===== src/sprite_consts.svh =====
`ifndef SPRITE_CONSTS_SVH
`define SPRITE_CONSTS_SVH

// byte address of framebuffer pixel (0,0)
`define SPRITE_FB_BASE 32'h0001_0000

// row pitch in pixels
`define SPRITE_FB_WIDTH 64

// coordinates, sizes and scales
`define SPRITE_COORD_W 16

// bus address and data width
`define SPRITE_ADDR_W 32

`endif


===== src/sprite_pkg.sv =====
`include "sprite_consts.svh"

package sprite_pkg;

    typedef struct packed {
        logic [`SPRITE_ADDR_W-1:0]         sheet_base;
        logic [`SPRITE_COORD_W-1:0]        sheet_width; // pixels per sheet row
        logic [`SPRITE_COORD_W-1:0]        src_x;
        logic [`SPRITE_COORD_W-1:0]        src_y;
        logic [`SPRITE_COORD_W-1:0]        dst_x;
        logic [`SPRITE_COORD_W-1:0]        dst_y;
        logic [`SPRITE_COORD_W-1:0]        width;       // screen pixels
        logic [`SPRITE_COORD_W-1:0]        height;
        logic signed [`SPRITE_COORD_W-1:0] scale_x;     // <0 downscale
        logic signed [`SPRITE_COORD_W-1:0] scale_y;
        logic                              mirror_x;
        logic                              mirror_y;
    } blit_cmd_t;

    typedef struct packed {
        logic [31:0]                sheet_x;     // wide on purpose
        logic [31:0]                sheet_y;
        logic [`SPRITE_COORD_W-1:0] screen_x;
        logic [`SPRITE_COORD_W-1:0] screen_y;
        logic                       last;
    } frag_t;

    typedef struct packed {
        logic [`SPRITE_ADDR_W-1:0]  sheet_addr;  // byte address of pixel
        logic [`SPRITE_COORD_W-1:0] screen_x;
        logic [`SPRITE_COORD_W-1:0] screen_y;
        logic                       last;
    } fetch_req_t;

    typedef struct packed {
        logic [15:0]                color;
        logic [`SPRITE_COORD_W-1:0] screen_x;
        logic [`SPRITE_COORD_W-1:0] screen_y;
        logic                       last;
    } pixel_t;

endpackage


===== src/pipe_skid.sv =====
`timescale 1ns/1ps

module pipe_skid #(
    parameter type payload_t = logic
) (
    input  logic     clk,
    input  logic     rst,
    input  logic     in_valid,
    output logic     in_ready,
    input  payload_t in_data,
    output logic     out_valid,
    input  logic     out_ready,
    output payload_t out_data
);

    payload_t main_q;
    payload_t skid_q;
    logic     main_v;
    logic     skid_v;

    assign in_ready  = !skid_v; // registered, breaks the ready path
    assign out_valid = main_v;
    assign out_data  = main_q;

    always_ff @(posedge clk) begin
        if (rst) begin
            main_v <= 1'b0;
            skid_v <= 1'b0;
        end else if (!main_v || out_ready) begin
            if (skid_v) begin
                main_q <= skid_q; // drain overflow first
                main_v <= 1'b1;
                skid_v <= 1'b0;
            end else begin
                main_q <= in_data;
                main_v <= in_valid;
            end
        end else if (in_valid && in_ready) begin
            skid_q <= in_data; // output stalled, park it
            skid_v <= 1'b1;
        end
    end

endmodule


===== src/sprite_coord_gen.sv =====
`timescale 1ns/1ps
`include "sprite_consts.svh"

module sprite_coord_gen (
    input  logic                  clk,
    input  logic                  rst,
    input  logic                  cmd_valid,
    output logic                  cmd_ready,
    input  sprite_pkg::blit_cmd_t cmd,
    input  logic                  frame_done,
    output logic                  frag_valid,
    input  logic                  frag_ready,
    output sprite_pkg::frag_t     frag,
    output sprite_pkg::blit_cmd_t cmd_q
);

    typedef enum logic [1:0] {
        C_IDLE,
        C_GEN,
        C_WAIT
    } state_t;

    state_t                     state;
    sprite_pkg::blit_cmd_t      cmd_r;
    logic [`SPRITE_COORD_W-1:0] i, j;
    logic [`SPRITE_COORD_W-1:0] sub_x, sub_y;
    logic [31:0]                ss_x, ss_y;
    logic [`SPRITE_COORD_W-1:0] mag_x, mag_y;
    logic [`SPRITE_COORD_W-1:0] last_i, last_j;
    logic                       down_x, down_y;
    logic                       accept, step;

    // magnitude of a signed scale, 0 counts as 1
    function automatic logic [`SPRITE_COORD_W-1:0] scale_mag(input logic [`SPRITE_COORD_W-1:0] s);
        logic [`SPRITE_COORD_W-1:0] m;
        m = s[`SPRITE_COORD_W-1] ? -s : s;
        return (m == '0) ? `SPRITE_COORD_W'(1) : m;
    endfunction

    assign accept     = cmd_valid && cmd_ready;
    assign step       = frag_valid && frag_ready;
    assign frag_valid = (state == C_GEN);
    assign cmd_q      = cmd_r;
    assign mag_x      = scale_mag(cmd_r.scale_x);
    assign mag_y      = scale_mag(cmd_r.scale_y);
    assign down_x     = cmd_r.scale_x[`SPRITE_COORD_W-1];
    assign down_y     = cmd_r.scale_y[`SPRITE_COORD_W-1];
    assign last_i     = cmd_r.width - 1'b1;
    assign last_j     = cmd_r.height - 1'b1;

    always_comb begin
        frag.sheet_x  = ss_x;
        frag.sheet_y  = ss_y;
        frag.screen_x = cmd_r.mirror_x ? cmd_r.dst_x + last_i - i : cmd_r.dst_x + i;
        frag.screen_y = cmd_r.mirror_y ? cmd_r.dst_y + last_j - j : cmd_r.dst_y + j;
        frag.last     = (i == last_i) && (j == last_j);
    end

    always_ff @(posedge clk) begin
        if (rst) begin
            state     <= C_IDLE;
            cmd_ready <= 1'b0;
        end else begin
            if (accept) begin
                cmd_ready <= 1'b0;
            end else if (state == C_IDLE || frame_done) begin
                cmd_ready <= 1'b1;
            end
            if (accept) begin
                cmd_r <= cmd;
                i     <= '0;
                j     <= '0;
                sub_x <= '0;
                sub_y <= '0;
                ss_x  <= {16'b0, cmd.src_x};
                ss_y  <= {16'b0, cmd.src_y};
                state <= C_GEN;
            end else if (step && i == last_i) begin
                i     <= '0; // next row, x restarts
                j     <= j + 1'b1;
                sub_x <= '0;
                ss_x  <= {16'b0, cmd_r.src_x};
                if (down_y) begin
                    ss_y <= ss_y + mag_y;
                end else if (sub_y == mag_y - 1'b1) begin
                    sub_y <= '0;
                    ss_y  <= ss_y + 1'b1;
                end else begin
                    sub_y <= sub_y + 1'b1;
                end
                if (j == last_j) state <= C_WAIT;
            end else if (step) begin
                i <= i + 1'b1;
                if (down_x) begin
                    ss_x <= ss_x + mag_x;
                end else if (sub_x == mag_x - 1'b1) begin
                    sub_x <= '0;
                    ss_x  <= ss_x + 1'b1;
                end else begin
                    sub_x <= sub_x + 1'b1;
                end
            end else if (state == C_WAIT && frame_done) begin
                state <= C_IDLE;
            end
        end
    end

endmodule


===== src/sprite_addr_calc.sv =====
`timescale 1ns/1ps
`include "sprite_consts.svh"

module sprite_addr_calc (
    input  logic                   clk,
    input  logic                   rst,
    input  sprite_pkg::blit_cmd_t  cmd_q,
    input  logic                   frag_valid,
    output logic                   frag_ready,
    input  sprite_pkg::frag_t      frag,
    output logic                   req_valid,
    input  logic                   req_ready,
    output sprite_pkg::fetch_req_t req
);

    logic [`SPRITE_ADDR_W-1:0] pix_index;
    sprite_pkg::fetch_req_t    req_in;

    // pixel index within the sheet, 16-bit pixels
    assign pix_index = frag.sheet_y * {16'b0, cmd_q.sheet_width} + frag.sheet_x;

    always_comb begin
        req_in.sheet_addr = cmd_q.sheet_base + (pix_index << 1);
        req_in.screen_x   = frag.screen_x;
        req_in.screen_y   = frag.screen_y;
        req_in.last       = frag.last;
    end

    pipe_skid #(
        .payload_t (sprite_pkg::fetch_req_t)
    ) skid_i (
        .clk       (clk),
        .rst       (rst),
        .in_valid  (frag_valid),
        .in_ready  (frag_ready),
        .in_data   (req_in),
        .out_valid (req_valid),
        .out_ready (req_ready),
        .out_data  (req)
    );

endmodule


===== src/sprite_pixel_fetch.sv =====
`timescale 1ns/1ps
`include "sprite_consts.svh"

module sprite_pixel_fetch (
    input  logic                      clk,
    input  logic                      rst,
    input  logic                      req_valid,
    output logic                      req_ready,
    input  sprite_pkg::fetch_req_t    req,
    output logic                      arvalid,
    input  logic                      arready,
    output logic [`SPRITE_ADDR_W-1:0] araddr,
    input  logic                      rvalid,
    output logic                      rready,
    input  logic [`SPRITE_ADDR_W-1:0] rdata,
    output logic                      pix_valid,
    input  logic                      pix_ready,
    output sprite_pkg::pixel_t        pix
);

    typedef enum logic [1:0] {
        F_IDLE,
        F_ADDR,
        F_DATA,
        F_OUT
    } state_t;

    state_t                    state;
    sprite_pkg::fetch_req_t    req_q;
    sprite_pkg::pixel_t        pix_in;
    logic [`SPRITE_ADDR_W-1:0] cache_data;
    logic [`SPRITE_ADDR_W-3:0] cache_tag;  // word address
    logic                      cache_valid;
    logic                      hit, r_hs, out_valid_in, out_ready_in;
    logic [`SPRITE_ADDR_W-1:0] word;
    sprite_pkg::fetch_req_t    cur;

    assign hit       = cache_valid && (cache_tag == req.sheet_addr[`SPRITE_ADDR_W-1:2]);
    assign r_hs      = rvalid && rready;
    assign req_ready = (state == F_IDLE) && out_ready_in;

    always_comb begin
        cur          = (state == F_IDLE) ? req : req_q;
        word         = (state == F_DATA) ? rdata : cache_data; // bypass on refill
        pix_in.color    = cur.sheet_addr[1] ? word[31:16] : word[15:0];
        pix_in.screen_x = cur.screen_x;
        pix_in.screen_y = cur.screen_y;
        pix_in.last     = cur.last;
        case (state)
            F_IDLE:  out_valid_in = req_valid && hit;
            F_DATA:  out_valid_in = r_hs;
            F_OUT:   out_valid_in = 1'b1;
            default: out_valid_in = 1'b0;
        endcase
    end

    always_ff @(posedge clk) begin
        if (rst) begin
            state       <= F_IDLE;
            arvalid     <= 1'b0;
            rready      <= 1'b0;
            cache_valid <= 1'b0;
        end else begin
            case (state)
                F_IDLE: if (req_valid && req_ready && !hit) begin
                    req_q   <= req;
                    araddr  <= {req.sheet_addr[`SPRITE_ADDR_W-1:2], 2'b00};
                    arvalid <= 1'b1;
                    state   <= F_ADDR;
                end
                F_ADDR: if (arready) begin
                    arvalid <= 1'b0;
                    rready  <= 1'b1;
                    state   <= F_DATA;
                end
                F_DATA: if (r_hs) begin
                    rready      <= 1'b0;
                    cache_valid <= 1'b1;
                    cache_tag   <= req_q.sheet_addr[`SPRITE_ADDR_W-1:2];
                    cache_data  <= rdata;
                    state       <= out_ready_in ? F_IDLE : F_OUT;
                end
                F_OUT: if (out_ready_in) state <= F_IDLE;
                default: state <= F_IDLE;
            endcase
        end
    end

    pipe_skid #(
        .payload_t (sprite_pkg::pixel_t)
    ) skid_i (
        .clk       (clk),
        .rst       (rst),
        .in_valid  (out_valid_in),
        .in_ready  (out_ready_in),
        .in_data   (pix_in),
        .out_valid (pix_valid),
        .out_ready (pix_ready),
        .out_data  (pix)
    );

endmodule


===== src/sprite_pixel_write.sv =====
`timescale 1ns/1ps
`include "sprite_consts.svh"

module sprite_pixel_write (
    input  logic                      clk,
    input  logic                      rst,
    input  logic                      pix_valid,
    output logic                      pix_ready,
    input  sprite_pkg::pixel_t        pix,
    output logic                      awvalid,
    input  logic                      awready,
    output logic [`SPRITE_ADDR_W-1:0] awaddr,
    output logic                      wvalid,
    input  logic                      wready,
    output logic [`SPRITE_ADDR_W-1:0] wdata,
    output logic [3:0]                wstrb,
    input  logic                      bvalid,
    output logic                      bready,
    output logic                      frame_done
);

    typedef enum logic [1:0] {
        W_IDLE,
        W_SEND,
        W_RESP
    } state_t;

    state_t                    state;
    logic [`SPRITE_ADDR_W-1:0] fb_index;
    logic [`SPRITE_ADDR_W-1:0] fb_addr;
    logic                      last_q;
    logic                      aw_done, w_done;

    assign fb_index   = {16'b0, pix.screen_y} * `SPRITE_FB_WIDTH + {16'b0, pix.screen_x};
    assign fb_addr    = `SPRITE_FB_BASE + (fb_index << 1);
    assign pix_ready  = (state == W_IDLE);
    assign aw_done    = !awvalid || awready;
    assign w_done     = !wvalid || wready;
    assign frame_done = bvalid && bready && last_q; // final response of the blit

    always_ff @(posedge clk) begin
        if (rst) begin
            state   <= W_IDLE;
            awvalid <= 1'b0;
            wvalid  <= 1'b0;
            bready  <= 1'b0;
            last_q  <= 1'b0;
        end else begin
            case (state)
                W_IDLE: if (pix_valid) begin
                    awaddr  <= fb_addr;
                    wdata   <= {pix.color, pix.color}; // both lanes, strobe picks one
                    wstrb   <= fb_addr[1] ? 4'b1100 : 4'b0011;
                    last_q  <= pix.last;
                    awvalid <= 1'b1;
                    wvalid  <= 1'b1;
                    state   <= W_SEND;
                end
                W_SEND: begin
                    if (awready) awvalid <= 1'b0;
                    if (wready) wvalid <= 1'b0;
                    if (aw_done && w_done) begin
                        bready <= 1'b1;
                        state  <= W_RESP;
                    end
                end
                W_RESP: if (bvalid) begin
                    bready <= 1'b0;
                    state  <= W_IDLE;
                end
                default: state <= W_IDLE;
            endcase
        end
    end

endmodule


===== src/sprite_blit_top.sv =====
`timescale 1ns/1ps
`include "sprite_consts.svh"

module sprite_blit_top (
    input  logic                      clk,
    input  logic                      rst,
    input  logic                      cmd_valid,
    output logic                      cmd_ready,
    input  sprite_pkg::blit_cmd_t     cmd,
    output logic                      arvalid,
    input  logic                      arready,
    output logic [`SPRITE_ADDR_W-1:0] araddr,
    input  logic                      rvalid,
    output logic                      rready,
    input  logic [`SPRITE_ADDR_W-1:0] rdata,
    output logic                      awvalid,
    input  logic                      awready,
    output logic [`SPRITE_ADDR_W-1:0] awaddr,
    output logic                      wvalid,
    input  logic                      wready,
    output logic [`SPRITE_ADDR_W-1:0] wdata,
    output logic [3:0]                wstrb,
    input  logic                      bvalid,
    output logic                      bready
);

    sprite_pkg::blit_cmd_t  cmd_q;
    sprite_pkg::frag_t      frag;
    sprite_pkg::fetch_req_t req;
    sprite_pkg::pixel_t     pix;
    logic frag_valid, frag_ready;
    logic req_valid, req_ready;
    logic pix_valid, pix_ready;
    logic frame_done;

    sprite_coord_gen coord_i (
        .clk, .rst, .cmd_valid, .cmd_ready, .cmd, .frame_done,
        .frag_valid, .frag_ready, .frag, .cmd_q
    );

    sprite_addr_calc addr_i (
        .clk, .rst, .cmd_q, .frag_valid, .frag_ready, .frag,
        .req_valid, .req_ready, .req
    );

    sprite_pixel_fetch fetch_i (
        .clk, .rst, .req_valid, .req_ready, .req,
        .arvalid, .arready, .araddr, .rvalid, .rready, .rdata,
        .pix_valid, .pix_ready, .pix
    );

    sprite_pixel_write write_i (
        .clk, .rst, .pix_valid, .pix_ready, .pix,
        .awvalid, .awready, .awaddr, .wvalid, .wready, .wdata, .wstrb,
        .bvalid, .bready, .frame_done
    );

endmodule


===== config.mk =====
export PLATFORM = sky130hd
export DESIGN_NAME = sprite_blit_top
export DESIGN_NICKNAME = d
export VERILOG_FILES = /design/src/sprite_pkg.sv /design/src/pipe_skid.sv /design/src/sprite_coord_gen.sv /design/src/sprite_addr_calc.sv /design/src/sprite_pixel_fetch.sv /design/src/sprite_pixel_write.sv /design/src/sprite_blit_top.sv
export VERILOG_INCLUDE_DIRS = /design/src /design/src/src
export SDC_FILE = /design/constraint.sdc
export NUM_CORES = 2
export LEC_CHECK = 0
export BUFFER_PORTS_ARGS = -buffer_cell sky130_fd_sc_hd__buf_4
export CORE_MARGIN = 4
export CORE_UTILIZATION = 50
export CTS_BUF_LIST = sky130_fd_sc_hd__clkbuf_4
export CTS_CLUSTER_DIAMETER = 40
export CTS_CLUSTER_SIZE = 10
export DETAILED_ROUTE_END_ITERATION = 12
export GPL_ROUTABILITY_DRIVEN = 0
export PLACE_DENSITY = 0.68
export SYNTH_ARGS = -nofsm -noshare
export SYNTH_HDL_FRONTEND = slang
export SYNTH_SLANG_ARGS = --single-unit

===== constraint.sdc =====
create_clock -name clk -period 15.8 [get_ports clk]
set_clock_uncertainty 0.1 [all_clocks]
set_input_delay 3.95 -clock clk [delete_from_list [all_inputs] [get_ports clk]]
set_output_delay 3.95 -clock clk [all_outputs]
set_load 0.01 [all_outputs]

==> results.yml <==
final_layout:
  finish.net_count: 5490
  final_core_util_pct: 56.0
  stdcell_count: 6046
  drive_above_1_share_pct: 15.8
  syn2layout_area_growth_pct: 10.5
setup_path:
  timing.rr.start: "coord_i.ss_y[11]$_DFFE_PP_"
  crit_path_end: "addr_i.skid_i.out_data[61]$_DFFE_PP_"
  cp_max_fo: 17
  cp_common_cell: "fa_1"
  slowest_stage: "edfxtp_1"
  cp.arrival_ps: 9570
  startpoint_type: "flip-flop"
  crit_start: "coord_i.ss_y[11]$_DFFE_PP_"
  rrSetupSlack_ps: 6860
  end_kind: "flip-flop"
  crit_path_max_incr_delay_ps: 1020
  crit_type: "reg2reg"
  worst_ep_required_time_ps: 16430
  reg2reg_depth: 30
  reg2reg_to: "addr_i.skid_i.out_data[61]$_DFFE_PP_"
synthesis:
  synth_edf_count: 680
  syn_avg_cell_area_um2: 11.2
  synthCells: 4410
  syn_area_mm2: 0.0492
  ys_types: 88
  yosys_warnings: 0
  yosysSeqAreaShare_pct: 42.3
  synth-main-ff-cell: "edfxtp_1"
  synthArstFlopShare_pct: 0
  ys_ff_latch: 698
die:
  die_w_um: 322
  die_h_um: 322
  start_util_pct: 50.6
  pin_count: 324
  rows: 114
  core_area_mm2: 0.0971
  die_area_mm2: 0.103
sta:
  period_share_pct: 56.6
  hold_violations: 0
  rsz0062_at_grt: "no"
  slew_headroom_pct: 26.7
  tightest_slew_ps: 1100
  hold_ws_ps: 315
  fin_tns_setup_ps: 0
  fmax_ghz: 0.112
  min_period_ps: 8940
  finalSetupViolCount: 0
  maxSlewViolCount: 0
clock_tree:
  cts_tree: "done"
  clock_latency_ps: 1030
  ctsHoldBuffers: 0
  cts_resized: 0
  cts-htree-levels: 3
  post_cts_buffers: 0
  clockBufferDepth: 3
  cts.clk_slew.worst_paths_ps: 110
  cts.sinks: 698
  cts_root_buf: "clkbuf_4"
  cts_buffers: 112
detailed_routing:
  drc: 0
  wl_mm: 115
  avgViaCountPerCell: 5.45
  num_vias: 32900
  drt-initial-drc-count: 2543
  antenna_left: 0
  avgRoutedWirePerCell_um: 19.1
  first_pass_iters: 5
placed_design:
  place_hpwl_mm: 87.8
  numPortBuffers: 312
  dpl.cell_count: 5836
pwr:
  leakage_nw: 21.9
  vdd_drop_max_mv: 0.295
  powerDensity_mw_per_mm2: 178
  finalPower_mw: 9.66
global_route:
  first_global_vias: 32900
  grt_pass1_wl_mm: 182
  grt_overflow: 0
  grt_antenna_before_repair: 5
  grt_max_degree: 67
  grt_use_total_pct: 22.3
flow_run:
  max-cap-violations: 0
status:
  status: "completed"
hold_path:
  min_path_type: "reg2reg"
  hold_start: "fetch_i.skid_i.out_data[44]$_DFFE_PP_"
registers in the layout, summed over array words and instances, names as in the netlist, 23 cells and up:
name / cells
fetch_i.cache_data: 32
addr_i.skid_i.out_data: 64
coord_i.ss_y: 31
fetch_i.req_q: 64
fetch_i.cache_tag: 30
addr_i.skid_i.skid_q: 64
coord_i.cmd_q: 161
fetch_i.skid_i.out_data: 49
coord_i.ss_x: 31
fetch_i.skid_i.skid_q: 49
write_i.awaddr: 23
metal layers:
layer	track usage (%)	share of wire, %	vias up
li1	-	-	15600
met3	4.06	6.8	147
met1	31.3	45	16200
met2	35.8	46	1035
met4	5.91	2.2	2
met5	0	0.011	-
cells in the mapped netlist, drive strengths merged (87+ instances only):
cell type | n | area [um2]
xnor2 | 250 | 2190
and2 | 132 | 826
ha | 243 | 3040
o21ai | 105 | 537
nand2 | 406 | 1520
a21oi | 174 | 871
fa | 355 | 7110
mux2 | 147 | 1660
edfxtp | 680 | 20400
clkbuf | 131 | 493
inv | 541 | 2030
nand3 | 87 | 435
xor2 | 128 | 1120
nor2 | 272 | 1020
worst min-delay path by stage:
stage	end	slack, ps	cells after the start
final	write_i.wdata[27]$_DFFE_PP_	320	0
after floorplan	write_i.awaddr[2]$_DFFE_PP_	300	0
after global placement	write_i.wdata[18]$_DFFE_PP_	300	0
after detailed placement	write_i.wdata[16]$_DFFE_PP_	300	0
after global routing	write_i.wdata[27]$_DFFE_PP_	330	0
after CTS	write_i.wdata[27]$_DFFE_PP_	320	0
power breakdown:
group,internal [mW],switching (mW)
Combinational,2.57,3.00
Clock,0.675,0.737
Sequential,2.60,0.0806
Total,5.85,3.81
cells by family after synthesis:
group	share of synthesized area [%]
other	0.00762
buffers and inverters	6.29
and+or+nand+nor	12.1
DFF	42.3
xor gates and xnor gates	6.92
muxes	4.49
adders and majority gates	20.6
AOI/OAI and AO/OA	7.30
per-stage QoR:
stage,worst slack [ps],cell area (um2)
2_1_floorplan,3960,49200
3_3_place_gp,6930,52500
3_5_place_dp,6780,52500
4_1_cts,6760,54300
5_1_grt,6380,54400
6_report,6860,54400
layout make-up:
| class | count | area (um2) |
|---|---|---|
| multi-input cells | 2966 | 25400 |
| clock inverters | 73 | 861 |
| well taps | 1276 | 1600 |
| inverters | 544 | 2040 |
| repair buffers | 352 | 2640 |
| diodes | 7 | 17.5 |
| flip-flops and latches | 698 | 20800 |
| clock buffers | 130 | 976 |
| fillers | 8239 | 42800 |
worst max-delay path, delay by kind of cell (launching register included):
kind	cells	cell delay, ps
adder cells (fa/ha/maj)	8	3570
flip-flops	1	1020
XOR/XNOR	2	310
AO/OA/AOI/OAI	13	2820
AND/OR/NAND/NOR	3	400
buffers and inverters	3	180
multiplexers	1	270
layout by cell type (no fill, tap or decap), types with 130 or more instances in the layout:
master    count
and2_1      131
inv_1       541
buf_4       352
nor2_1      266
a21oi_1     172
fa_1        355
nand2_1     405
ha_1        243
xnor2_1     250
edfxtp_1    680
clkbuf_4    130
mux2_2      147
Note: power is estimated with default switching activity, not from simulation.
